==> src/logic/l1_defs.svh <==
// Cache geometry macros shared by the package and the lookup RTL, include where sizes are needed
`ifndef L1_DEFS_SVH
`define L1_DEFS_SVH

// --------------------------------------------------
// Cache geometry
// --------------------------------------------------

// Ways per set
`define L1_WAY_NUM 4

// Sets in the cache
`define L1_SET_NUM 16

// Set index width, log2 of the set count
`define CORE_IDX_WIDTH 4

// --------------------------------------------------
// Address split
// --------------------------------------------------

// Tag bits kept per way
`define L1_TAG_WIDTH 8

`endif
==> src/logic/l1_pkg.sv <==
// Shared vector types and the clean FSM enum for the L1 lookup path, import where used
`include "l1_defs.svh"

package l1_pkg;

  // --------------------------------------------------
  // Vector types
  // --------------------------------------------------

  // One bit per way: select, valid, compare or used
  typedef logic [`L1_WAY_NUM-1:0] way_vec_t;

  // Set index
  typedef logic [`CORE_IDX_WIDTH-1:0] set_idx_t;

  // Address tag
  typedef logic [`L1_TAG_WIDTH-1:0] tag_t;

  // --------------------------------------------------
  // Hardware clean
  // --------------------------------------------------

  // Walking the arrays after reset, then done for good
  typedef enum logic {
    CLEAN_RUN,
    CLEAN_DONE
  } clean_state_e;

endpackage

==> src/logic/l1_lookup_if.sv <==
// Analyze-stage bundle between the tag stage and the replacement manager, with one modport per side
`timescale 1ns/100ps

interface l1_lookup_if;

  import l1_pkg::*;

  // Request in the analyze stage
  logic     req_r;
  set_idx_t idx_r;

  // Per-way valid bits and raw tag compare
  way_vec_t ld_val_vect;
  way_vec_t tag_cmp_vect;

  // Hit way or allocation way, back from the replacement manager
  way_vec_t way_vect;

  // Tag side owns request and per-way status
  modport tag_side (
    output req_r,
    output idx_r,
    output ld_val_vect,
    output tag_cmp_vect,
    input  way_vect
  );

  // Replacement side answers with the way
  modport lru_side (
    input  req_r,
    input  idx_r,
    input  ld_val_vect,
    input  tag_cmp_vect,
    output way_vect
  );

endinterface

==> src/logic/l1_lookup_top.sv <==
// Top level of the L1 lookup path, joins tag stage and replacement manager over the lookup bundle
`timescale 1ns/100ps

module l1_lookup_top (
  input  logic               clk,
  input  logic               rst_n,

  // Request, one-cycle strobe
  input  logic               req,
  input  l1_pkg::set_idx_t   idx,
  input  l1_pkg::tag_t       tag,

  // Status and result, one cycle after req
  output logic               ready,
  output logic               hit,
  output logic               evict_val,
  output l1_pkg::way_vec_t   way_vect
);

  logic tag_ready;
  logic lru_ready;

  // Analyze-stage bundle
  l1_lookup_if lk ();

  // Tag and valid path
  l1_tag_stage u_tag_stage (
    .clk   (clk),
    .rst_n (rst_n),
    .req   (req),
    .idx   (idx),
    .tag   (tag),
    .ready (tag_ready),
    .lk    (lk.tag_side)
  );

  // Hit, way choice and used bits
  l1_lrum u_lrum (
    .clk       (clk),
    .rst_n     (rst_n),
    .req       (req),
    .idx       (idx),
    .ready     (lru_ready),
    .hit       (hit),
    .evict_val (evict_val),
    .lk        (lk.lru_side)
  );

  // Both cleans run the same count
  assign ready    = tag_ready & lru_ready;
  assign way_vect = lk.way_vect;

endmodule

==> src/logic/l1_lrum.sv <==
// Replacement manager with used-bit array, hardware clean, same-set bypass and eviction flag
`timescale 1ns/100ps
`include "l1_defs.svh"

module l1_lrum (
  input  logic             clk,
  input  logic             rst_n,

  // Read stage
  input  logic             req,
  input  l1_pkg::set_idx_t idx,
  output logic             ready,

  // Analyze stage
  output logic             hit,
  output logic             evict_val,
  l1_lookup_if.lru_side    lk
);

  import l1_pkg::*;

  localparam set_idx_t CLEAN_LAST = set_idx_t'(`L1_SET_NUM - 1);

  clean_state_e clean_state;
  set_idx_t     clean_addr;
  logic         clean_run;

  logic         wen;
  set_idx_t     waddr;
  way_vec_t     wdata;

  logic         bypass_r;
  way_vec_t     used_bypass_r;
  way_vec_t     used_sram;
  way_vec_t     used_cur;
  way_vec_t     used_upd;
  way_vec_t     used_next;

  way_vec_t     hit_vect;
  way_vec_t     alloc_vect;
  way_vec_t     way_sel;

  // --------------------------------------------------
  // Lowest set bit, zero in gives zero out
  // --------------------------------------------------
  function automatic way_vec_t lowest_one(input way_vec_t vec);
    way_vec_t res;
    logic     found;
    res   = '0;
    found = 1'b0;
    for (int i = 0; i < `L1_WAY_NUM; i++) begin
      if (vec[i] && !found) begin
        res[i] = 1'b1;
        found  = 1'b1;
      end
    end
    return res;
  endfunction

  // --------------------------------------------------
  // Hardware clean
  // --------------------------------------------------

  always_ff @(posedge clk or negedge rst_n) begin
    if (!rst_n) begin
      clean_state <= CLEAN_RUN;
      clean_addr  <= '0;
    end else if (clean_state == CLEAN_RUN) begin
      clean_addr <= clean_addr + set_idx_t'(1);
      // Last set written this edge
      if (clean_addr == CLEAN_LAST) begin
        clean_state <= CLEAN_DONE;
      end
    end
  end

  assign clean_run = (clean_state == CLEAN_RUN);
  assign ready     = ~clean_run;

  // Clean owns the write port until done
  assign wen   = clean_run | lk.req_r;
  assign waddr = clean_run ? clean_addr : lk.idx_r;
  assign wdata = clean_run ? '0 : used_next;

  // --------------------------------------------------
  // Read stage
  // --------------------------------------------------

  // Same set as the request now in analyze
  always_ff @(posedge clk or negedge rst_n) begin
    if (!rst_n) begin
      bypass_r <= 1'b0;
    end else begin
      bypass_r <= req & lk.req_r & (idx == lk.idx_r);
    end
  end

  // --------------------------------------------------
  // Analyze stage
  // --------------------------------------------------

  always_ff @(posedge clk) begin
    if (lk.req_r) begin
      used_bypass_r <= used_next;
    end
  end

  assign used_cur = bypass_r ? used_bypass_r : used_sram;

  // Hit needs a valid way with matching tag
  assign hit_vect = lk.ld_val_vect & lk.tag_cmp_vect;
  assign hit      = lk.req_r & |hit_vect;

  // Allocate at the lowest way not recently used
  assign alloc_vect = lowest_one(~used_cur);
  assign way_sel    = hit ? hit_vect : alloc_vect;

  // Miss into a full set drops a valid line
  assign evict_val = lk.req_r & ~hit & (&lk.ld_val_vect);

  // Saturate, then restart from the chosen way
  assign used_upd  = used_cur | way_sel;
  assign used_next = (&used_upd) ? way_sel : used_upd;

  assign lk.way_vect = way_sel;

  // Used-bit array
  sram_dp #(
    .WIDTH (`L1_WAY_NUM),
    .DEPTH (`L1_SET_NUM)
  ) u_used_mem (
    .clk   (clk),
    .wen   (wen),
    .waddr (waddr),
    .wdata (wdata),
    .ren   (req),
    .raddr (idx),
    .rdata (used_sram)
  );

endmodule

==> src/logic/l1_tag_stage.sv <==
// Tag and valid arrays with hardware clean, same-set bypass, tag compare and fill on miss
`timescale 1ns/100ps
`include "l1_defs.svh"

module l1_tag_stage (
  input  logic             clk,
  input  logic             rst_n,
  input  logic             req,
  input  l1_pkg::set_idx_t idx,
  input  l1_pkg::tag_t     tag,
  output logic             ready,
  l1_lookup_if.tag_side    lk
);

  import l1_pkg::*;

  localparam set_idx_t CLEAN_LAST = set_idx_t'(`L1_SET_NUM - 1);

  clean_state_e clean_state;
  set_idx_t     clean_addr;
  logic         clean_run;

  logic         req_r;
  set_idx_t     idx_r;
  tag_t         tag_r;
  logic         bypass_r;

  way_vec_t     val_sram;
  way_vec_t     val_bypass_r;
  way_vec_t     val_cur;
  way_vec_t     val_next;
  tag_t         tag_sram     [`L1_WAY_NUM];
  tag_t         tag_bypass_r [`L1_WAY_NUM];
  tag_t         tag_cur      [`L1_WAY_NUM];
  logic         fill;

  // --------------------------------------------------
  // Hardware clean
  // --------------------------------------------------

  // One set per cycle, valid bits only
  always_ff @(posedge clk or negedge rst_n) begin
    if (!rst_n) begin
      clean_state <= CLEAN_RUN;
      clean_addr  <= '0;
    end else if (clean_state == CLEAN_RUN) begin
      clean_addr <= clean_addr + set_idx_t'(1);
      if (clean_addr == CLEAN_LAST) begin
        clean_state <= CLEAN_DONE;
      end
    end
  end

  assign clean_run = (clean_state == CLEAN_RUN);
  assign ready     = ~clean_run;

  // --------------------------------------------------
  // Read stage
  // --------------------------------------------------

  always_ff @(posedge clk or negedge rst_n) begin
    if (!rst_n) begin
      req_r    <= 1'b0;
      bypass_r <= 1'b0;
    end else begin
      req_r    <= req;
      // Older request to this set writes back on the same edge
      bypass_r <= req & req_r & (idx == idx_r);
    end
  end

  // Request payload
  always_ff @(posedge clk) begin
    idx_r <= idx;
    tag_r <= tag;
  end

  // --------------------------------------------------
  // Analyze stage
  // --------------------------------------------------

  assign val_cur = bypass_r ? val_bypass_r : val_sram;

  // Miss when no valid way compares equal, way comes from the manager
  assign fill     = req_r & ~|(lk.tag_cmp_vect & val_cur);
  assign val_next = val_cur | (fill ? lk.way_vect : '0);

  // Latest set contents for the next same-set request
  always_ff @(posedge clk) begin
    if (req_r) begin
      val_bypass_r <= val_next;
    end
  end

  // Valid array, zeros during clean
  sram_dp #(
    .WIDTH (`L1_WAY_NUM),
    .DEPTH (`L1_SET_NUM)
  ) u_val_mem (
    .clk   (clk),
    .wen   (clean_run | fill),
    .waddr (clean_run ? clean_addr : idx_r),
    .wdata (clean_run ? '0 : val_next),
    .ren   (req),
    .raddr (idx),
    .rdata (val_sram)
  );

  // Per-way tag array, bypass and compare
  for (genvar w = 0; w < `L1_WAY_NUM; w++) begin : g_way
    sram_dp #(
      .WIDTH (`L1_TAG_WIDTH),
      .DEPTH (`L1_SET_NUM)
    ) u_tag_mem (
      .clk   (clk),
      .wen   (fill & lk.way_vect[w]),
      .waddr (idx_r),
      .wdata (tag_r),
      .ren   (req),
      .raddr (idx),
      .rdata (tag_sram[w])
    );

    assign tag_cur[w] = bypass_r ? tag_bypass_r[w] : tag_sram[w];

    always_ff @(posedge clk) begin
      if (req_r) begin
        tag_bypass_r[w] <= (fill & lk.way_vect[w]) ? tag_r : tag_cur[w];
      end
    end

    // Raw compare, valid masking is done downstream
    assign lk.tag_cmp_vect[w] = (tag_cur[w] == tag_r);
  end

  assign lk.req_r       = req_r;
  assign lk.idx_r       = idx_r;
  assign lk.ld_val_vect = val_cur;

endmodule

==> src/logic/sram_dp.sv <==
// Simple two-port RAM, one write port and one registered read port, sized by WIDTH and DEPTH
`timescale 1ns/100ps

module sram_dp #(
  parameter int WIDTH = 8,
  parameter int DEPTH = 16
) (
  input  logic             clk,

  // Write port
  input  logic             wen,
  input  l1_pkg::set_idx_t waddr,
  input  logic [WIDTH-1:0] wdata,

  // Read port
  input  logic             ren,
  input  l1_pkg::set_idx_t raddr,
  output logic [WIDTH-1:0] rdata
);

  // Storage array, no reset
  logic [WIDTH-1:0] mem [DEPTH];

  // --------------------------------------------------
  // Write and read
  // --------------------------------------------------

  // Write on wen
  always_ff @(posedge clk) begin
    if (wen) begin
      mem[waddr] <= wdata;
    end
  end

  // Registered read, holds last data while ren low
  // Same-edge write to the same address returns old contents
  always_ff @(posedge clk) begin
    if (ren) begin
      rdata <= mem[raddr];
    end
  end

endmodule

==> config.mk <==
export PLATFORM = sky130hd
export DESIGN_NAME = l1_lookup_top
export DESIGN_NICKNAME = d
export VERILOG_FILES = /design/src/logic/l1_pkg.sv /design/src/logic/l1_lookup_if.sv /design/src/logic/l1_lookup_top.sv /design/src/logic/l1_lrum.sv /design/src/logic/l1_tag_stage.sv /design/src/logic/sram_dp.sv
export VERILOG_INCLUDE_DIRS = /design/src /design/src/logic
export SDC_FILE = /design/constraint.sdc
export NUM_CORES = 1
export LEC_CHECK = 0
export BUFFER_PORTS_ARGS = -buffer_cell sky130_fd_sc_hd__buf_2
export CAP_MARGIN = 10
export CORE_ASPECT_RATIO = 2
export CORE_MARGIN = 4
export CORE_UTILIZATION = 68
export DETAILED_ROUTE_END_ITERATION = 10
export PLACE_DENSITY = 0.86
export RECOVER_POWER = 100
export SETUP_SLACK_MARGIN = 0.4
export SYNTH_ARGS = -nofsm -noshare
export SYNTH_HDL_FRONTEND = slang
export SYNTH_HIERARCHICAL = 1
export SYNTH_SLANG_ARGS = --single-unit
==> constraint.sdc <==
create_clock -name clk -period 15.2 [get_ports clk]
set_input_delay 1.52 -clock clk [delete_from_list [all_inputs] [get_ports clk]]
set_output_delay 1.52 -clock clk [all_outputs]
set_load 0.02 [all_outputs]
# Word level (Yosys, flattened, before mapping)
# Memories as Yosys holds them, arrays and structs flattened. A register that Yosys moved wholly into a read port is not among the register bits.
# Cells that the tools add are included.
dict set report totals {
  regBits 32
  ram_bits 672
  out_inout_bits 7
  memories 7
}
dict set report classes {
  n_addsub 2
  n_eq_ne 7
  mux 41
  bitwise 20
  reduce_logical 10
}
# memory words word_bits read_ports rd_ports_with_merged_regs write_ports line
set mem_list {}
lappend mem_list {{u_tag_stage.g_way[0].u_tag_mem.mem} 16 8 1 1 1 sram_dp.sv:22} ;# logic [WIDTH-1:0] mem [DEPTH];
lappend mem_list {{u_tag_stage.g_way[1].u_tag_mem.mem} 16 8 1 1 1 sram_dp.sv:22}
lappend mem_list {{u_tag_stage.g_way[2].u_tag_mem.mem} 16 8 1 1 1 sram_dp.sv:22}
lappend mem_list {{u_tag_stage.g_way[3].u_tag_mem.mem} 16 8 1 1 1 sram_dp.sv:22}
lappend mem_list {u_lrum.u_used_mem.mem 16 4 1 1 1 sram_dp.sv:22}
lappend mem_list {u_tag_stage.u_val_mem.mem 16 4 1 1 1 sram_dp.sv:22}
lappend mem_list {{+1 memories} n/a n/a n/a n/a n/a n/a}
# op count
set op_table {}
lappend op_table {{$mux 8} 8}
lappend op_table {{$mux 4} 9}
lappend op_table {{$eq 8x8->1} 4}
lappend op_table {{$mux 1} 24}
lappend op_table {{$and 1x1->1} 11}
lappend op_table {{$add 4x1->4 const B} 2}
lappend op_table {{$eq 4x4->1 const B} 2}
lappend op_table {{$or 4x4->4} 2}
lappend op_table {{$reduce_and 4->1} 2}
lappend op_table {{$and 4x4->4} 1}
lappend op_table {{$eq 4x4->1} 1}
lappend op_table {{$logic_not 1->1} 4}
lappend op_table {{$not 4->4} 1}
lappend op_table {{$reduce_or 4->1} 1}
lappend op_table {{$logic_and 1x1->1} 3}
lappend op_table {{$not 1->1} 3}
lappend op_table {{$or 1x1->1} 2}

# Longest topological paths before layout
dict set report logic_depth {
  word_depth 17
  depth_mapped 18
  depth_no_buf 14
}

# Modules after synthesis
# The synthesis kept the hierarchy.
# module n_inst cells_per_inst area_per_inst_um2 seq_area_each_um2
set modules_own_cells {}
lappend modules_own_cells {{sram_dp at u_tag_stage.g_way[0].u_tag_mem ...} 4 229 5227.5 4083.9}
lappend modules_own_cells {{sram_dp at u_lrum.u_used_mem ...} 2 130 2706.3 2042.0}
lappend modules_own_cells {l1_tag_stage 1 239 3084.2 1496.4}
lappend modules_own_cells {l1_lrum 1 78 790.8 270.3}
lappend modules_own_cells {l1_lookup_top 1 1 6.3 0.0}

# Worst setup path after synthesis
# OpenSTA, ideal clock, no wires.
dict set report synth_timing {
  path_type {flip-flop to flip-flop}
  start {register u_tag_stage.tag_r[5]}
  end {memory u_tag_stage.g_way[2].u_tag_mem.mem[0][0] (enable)}
  setup_ns 0.383
  t_arrival_ns 4.667
  t_required_ns 14.817
  slack_ns 10.150
  path_stages_with_launch 16
  cell_sequence {dfxtp_1 > inv_1 > xnor2_1 > nand4_1 > nor2_1 > a222oi_1 > a21oi_1 > o31a_1 > inv_1 > inv_1 > a31oi_1 > nand4_1 > buf_6 > inv_1 > or3b_2 > nor3_1}
}
dict set report synth_between {
  elab_chain_len 8
  elab_cells_between_ends 13
  classes_between {4 x eq/ne; 3 x mux; 4 x bitwise; 2 x reduce/logical}
}
# element line
set synth_lines {}
lappend synth_lines {{start: declaration} l1_tag_stage.sv:25} ;# tag_t tag_r;
lappend synth_lines {{start signal: assignment} l1_tag_stage.sv:75} ;# tag_r <= tag;
lappend synth_lines {{$eq 8x8->1} l1_tag_stage.sv:133} ;# assign lk.tag_cmp_vect[w] = (tag_cur[w] == tag_r);
lappend synth_lines {{named net lk.tag_cmp_vect[1]} l1_lookup_if.sv:14} ;# way_vec_t tag_cmp_vect;
lappend synth_lines {{$and 4x4->4} l1_lrum.sv:111} ;# assign hit_vect = lk.ld_val_vect & lk.tag_cmp_vect;
lappend synth_lines {{$reduce_or 4->1} l1_lrum.sv:112} ;# assign hit = lk.req_r & |hit_vect;
lappend synth_lines {{$and 1x1->1} l1_lrum.sv:112}
lappend synth_lines {{named net hit} l1_lookup_top.sv:15} ;# output logic hit,
lappend synth_lines {{$mux 4} l1_lrum.sv:116} ;# assign way_sel = hit ? hit_vect : alloc_vect;
lappend synth_lines {{named net way_vect[2]} l1_lookup_top.sv:17} ;# output l1_pkg::way_vec_t way_vect
lappend synth_lines {{$and 1x1->1} l1_tag_stage.sv:116} ;# .wen (fill & lk.way_vect[w]),
lappend synth_lines {{$mux 1} sram_dp.sv:30} ;# if (wen) begin
lappend synth_lines {{$mux 1 (implied by the code)} sram_dp.sv:31} ;# mem[waddr] <= wdata;
lappend synth_lines {{end: declaration} sram_dp.sv:22}
# The timed path passes the listed nets, and every way through them passes these cells.

# Final worst setup path
dict set report layout_timing {
  start {input port idx[0]}
  end {register u_tag_stage.bypass_r}
}
dict set report layout_between {
  elab_chain_len 2
}
# element line
set layout_lines {}
lappend layout_lines {{start: declaration} l1_lookup_top.sv:10} ;# input l1_pkg::set_idx_t idx,
lappend layout_lines {{$eq 4x4->1} l1_tag_stage.sv:68} ;# bypass_r <= req & req_r & (idx == idx_r);
lappend layout_lines {{$and 1x1->1} l1_tag_stage.sv:68}
lappend layout_lines {{end signal: assignment} l1_tag_stage.sv:68}
lappend layout_lines {{end: declaration} l1_tag_stage.sv:26} ;# logic bypass_r;
# Every way passes these cells.
# A chain may end at the register's enable or synchronous reset.

==> results by group <==
Route
  • Drt wl/cell: 29.9 um
  • Total wire length: 64100 um
  • Drt pass-1 iters: 6
  • Via count: 15100
  • Drt via density: 7.02
  • DR iter-0 viols: 1768
  • # DRC: 0
  • Final ANT Viol Nets: 0

Worst setup path
  • Crit-path slowest cell: clkbuf_1
  • Arrival time at the worst endpoint: 9480 ps
  • Critical Path RT: 15670 ps
  • Worst-path cell chain: clkbuf_1 -> clkbuf_1 -> inv_1 -> a22oi_1 -> o2111ai_1 -> nor3_1
  • WS Path Type: input port to flip-flop
  • Worst Setup End Kind: flip-flop
  • CP peak stage delay: 3280 ps
  • Critical Path Start Type: input port
  • Most common cell on crit path: clkbuf_1
  • Crit-path max FO: 65

Floorplan
  • IO Count: 22
  • FP Rows: 109
  • Die Y: 306 um
  • Die area: 48100 um2
  • Width of the die: 157 um
  • Core Footprint: 44100 um2
  • Initial Util: 0.686

Timing
  • Hold Vio Cnt, Final: 0
  • Setup_tns: 0 ps
  • Worst rel slew slack: -2.15
  • Period utilisation layout: 0.593
  • Least-Margin Pin Slew: 4730 ps
  • Worst Skew: 15.8 ps
  • # setup viols final: 0
  • Slew Limit Fails: 929
  • Clock period minus worst slack: 9020 ps
  • Fmax: 111 MHz
  • RSZ-0062 raised after global routing: false

CTS
  • H-Tree Depth: 2
  • Post-CTS Repair Setup Buffers: 0
  • Cts repair resizes: 0
  • Clock sinks: 745
  • CTS tree: built
  • Clock slew at reported path FFs: 70 ps
  • CTS buffer count: 57
  • Clk root buf: clkbuf_16
  • Clock Tree Buf Depth: 3
  • Clock Latency Late Sink: 600 ps
  • Cts hold-fix bufs: 0

Flow run
  • Max-cap viol count: 16

Power
  • Switching portion of total power: 0.208
  • Peak supply drop: 0.108 mV
  • Final Total Pwr: 4.03 mW
  • Sw power: 841 uW
  • PwrDens: 125 nW/um2
  • Comb pwr share: 0.059
  • Reg power frac: 0.575
  • Leak: 10.6 nW
  • Clock power share: 0.366
  • Internal power: 3.19 mW

Final layout
  • Most common cell after layout, fill and taps aside: edfxtp_1
  • Area Growth Syn to Fin: 7.24%
  • Post-layout nets: 1560
  • Multi-input gate area: 7360 um2
  • Fillers: 2274
  • Flip-flop and latch area: 22200 um2
  • Layout cell share with drive strength beyond 1: 0.132
  • Post-route non-filler standard cell count: 2144
  • ANT cells: 0
  • Most frequent cells in the layout: edfxtp_1 (720), mux4_1 (84), nor2_1 (81), mux4_2 (76), a22oi_1 (73)

Yosys
  • Synth cell types: 62
  • Seq/Total Area, Yosys: 0.735
  • Synthesized cell area: 30200 um2
  • Yosys Warn Count: 6
  • Gate count after technology mapping: 1494
  • Net Count, Synth: 1511
  • Main flop type after synthesis: edfxtp_1
  • Number of flops mapped to enable cells by yosys: 720
  • Synth Area per Inst: 20.2 um2
  • Synthesized flop and latch total: 745
  • Asr flop ratio synth: 0.0174

Placed design
  • PortBufs: 21
  • Placed cells: 2033
  • Gpl congestion: 0.847
  • Hpwl dp: 38300 um

Global routing
  • Gr ovfl total: 0
  • Initial antenna violation count: 0
  • First-pass GRT wire length: 96700 um
  • Vias in the first global route: 15600
  • Tot GR Track Use: 0.271
  • Pin count of the biggest net entering global routing: 69

Min path
  • Hold WC Path Type: flip-flop to flip-flop

Outcome
  • Failing checks: capacitance limit, slew limit
  • Outcome: finished, violations left
[final cells by class]
cell class,count,share of cell area
Clock buffer,67,0.0465
Timing Repair Buffer,50,0.00676
Multi-Input combinational cell,664,0.227
Tap cell,555,0.0214
Clock inverter,38,0.0101
Sequential cell,745,0.685
Inverter,25,0.00290
[path summary, 6_finish.rpt]
check	startpoint	to	slack, ps	depth (start not counted)
max	idx[0]	u_tag_stage/bypass_r	6180	6
min	u_lrum/clean_addr[3]	u_lrum/clean_addr[3]	520	1
max reg2reg	u_tag_stage/tag_r[0]	u_tag_stage/g_way[2].u_tag_mem/mem[0][3]	6750	15
min reg2reg	u_lrum/clean_addr[3]	u_lrum/clean_addr[3]	520	1
max in group asynchronous	rst_n	u_tag_stage/bypass_r	13640	1
min in group asynchronous	rst_n	u_lrum/clean_addr[0]	990	1
[sequential cells by signal (all words and copies together) (netlist names), 8 cells and up]
register and flops:
u_lrum/u_used_mem/mem 64, u_tag_stage/g_way.u_tag_mem/mem 512, u_tag_stage/g_way.u_tag_mem/rdata 32, u_tag_stage/tag_bypass_r 32, u_tag_stage/tag_r 8, u_tag_stage/u_val_mem/mem 64
[worst max-delay path, delay by kind of cell]
kind	cells	cell delay [ps]
AOI/OAI and AO/OA	2	760
and+or+nand+nor	1	420
buffers and inverters	3	6710
[Yosys cell counts (21+ instances only)]
library cell	number	area [um2]
edfxtp_1	720	21600
mux4_1	84	2210
nor2_1	81	304
mux4_2	76	1710
a22oi_1	73	548
mux2i_1	67	671
nand2_1	56	210
xnor2_1	39	342
nand3_1	27	135
inv_1	25	93.8
nor3_1	25	125
buf_6	21	236
[logic make-up (layout without fill, tap and decap cells)]
group	count (synthesis)	in the layout	synth area share
buffers and inverters	85	180	0.0215
adders and majority gates	2	2	0.000828
muxes	243	243	0.158
DFF	745	745	0.735
and+or+nand+nor	273	273	0.0462
AOI/OAI and AO/OA	103	103	0.0264
xor gates and xnor gates	43	43	0.0125
[power groups by stage]
stage / registers (mW) / clock network, mW / logic [mW]
2_1_floorplan: 2.36 / 0 / 0.149
3_3_place_gp: 2.35 / 0 / 0.220
3_5_place_dp: 2.36 / 0 / 0.231
4_1_cts: 2.31 / 1.49 / 0.236
5_1_grt: 2.32 / 1.59 / 0.255
6_report: 2.32 / 1.48 / 0.239
[through the flow]
step | hold WS [ps] | worst slack (ps) | utilization | cell area (um2)
2_1_floorplan | 463 | 10150 | - | 30200
3_3_place_gp | 489 | 9580 | 0.696 | 30600
3_5_place_dp | 501 | 9120 | 0.696 | 30600
4_1_cts | 514 | 9040 | 0.737 | 32500
5_1_grt | 542 | 5090 | 0.735 | 32400
6_report | 519 | 6180 | 0.735 | 32400
[routing by layer]
layer  share of wire  wire length (um)  GRT usage  vias up
met4           0.048              3100      0.107        0
met1            0.33             21100      0.327     7617
met3           0.065              4190     0.0299      225
li1                -                 -          -     6276
met2            0.56             35700      0.496      937
met5               0                 0          0        -
Note: power is estimated with default switching activity, not from simulation.
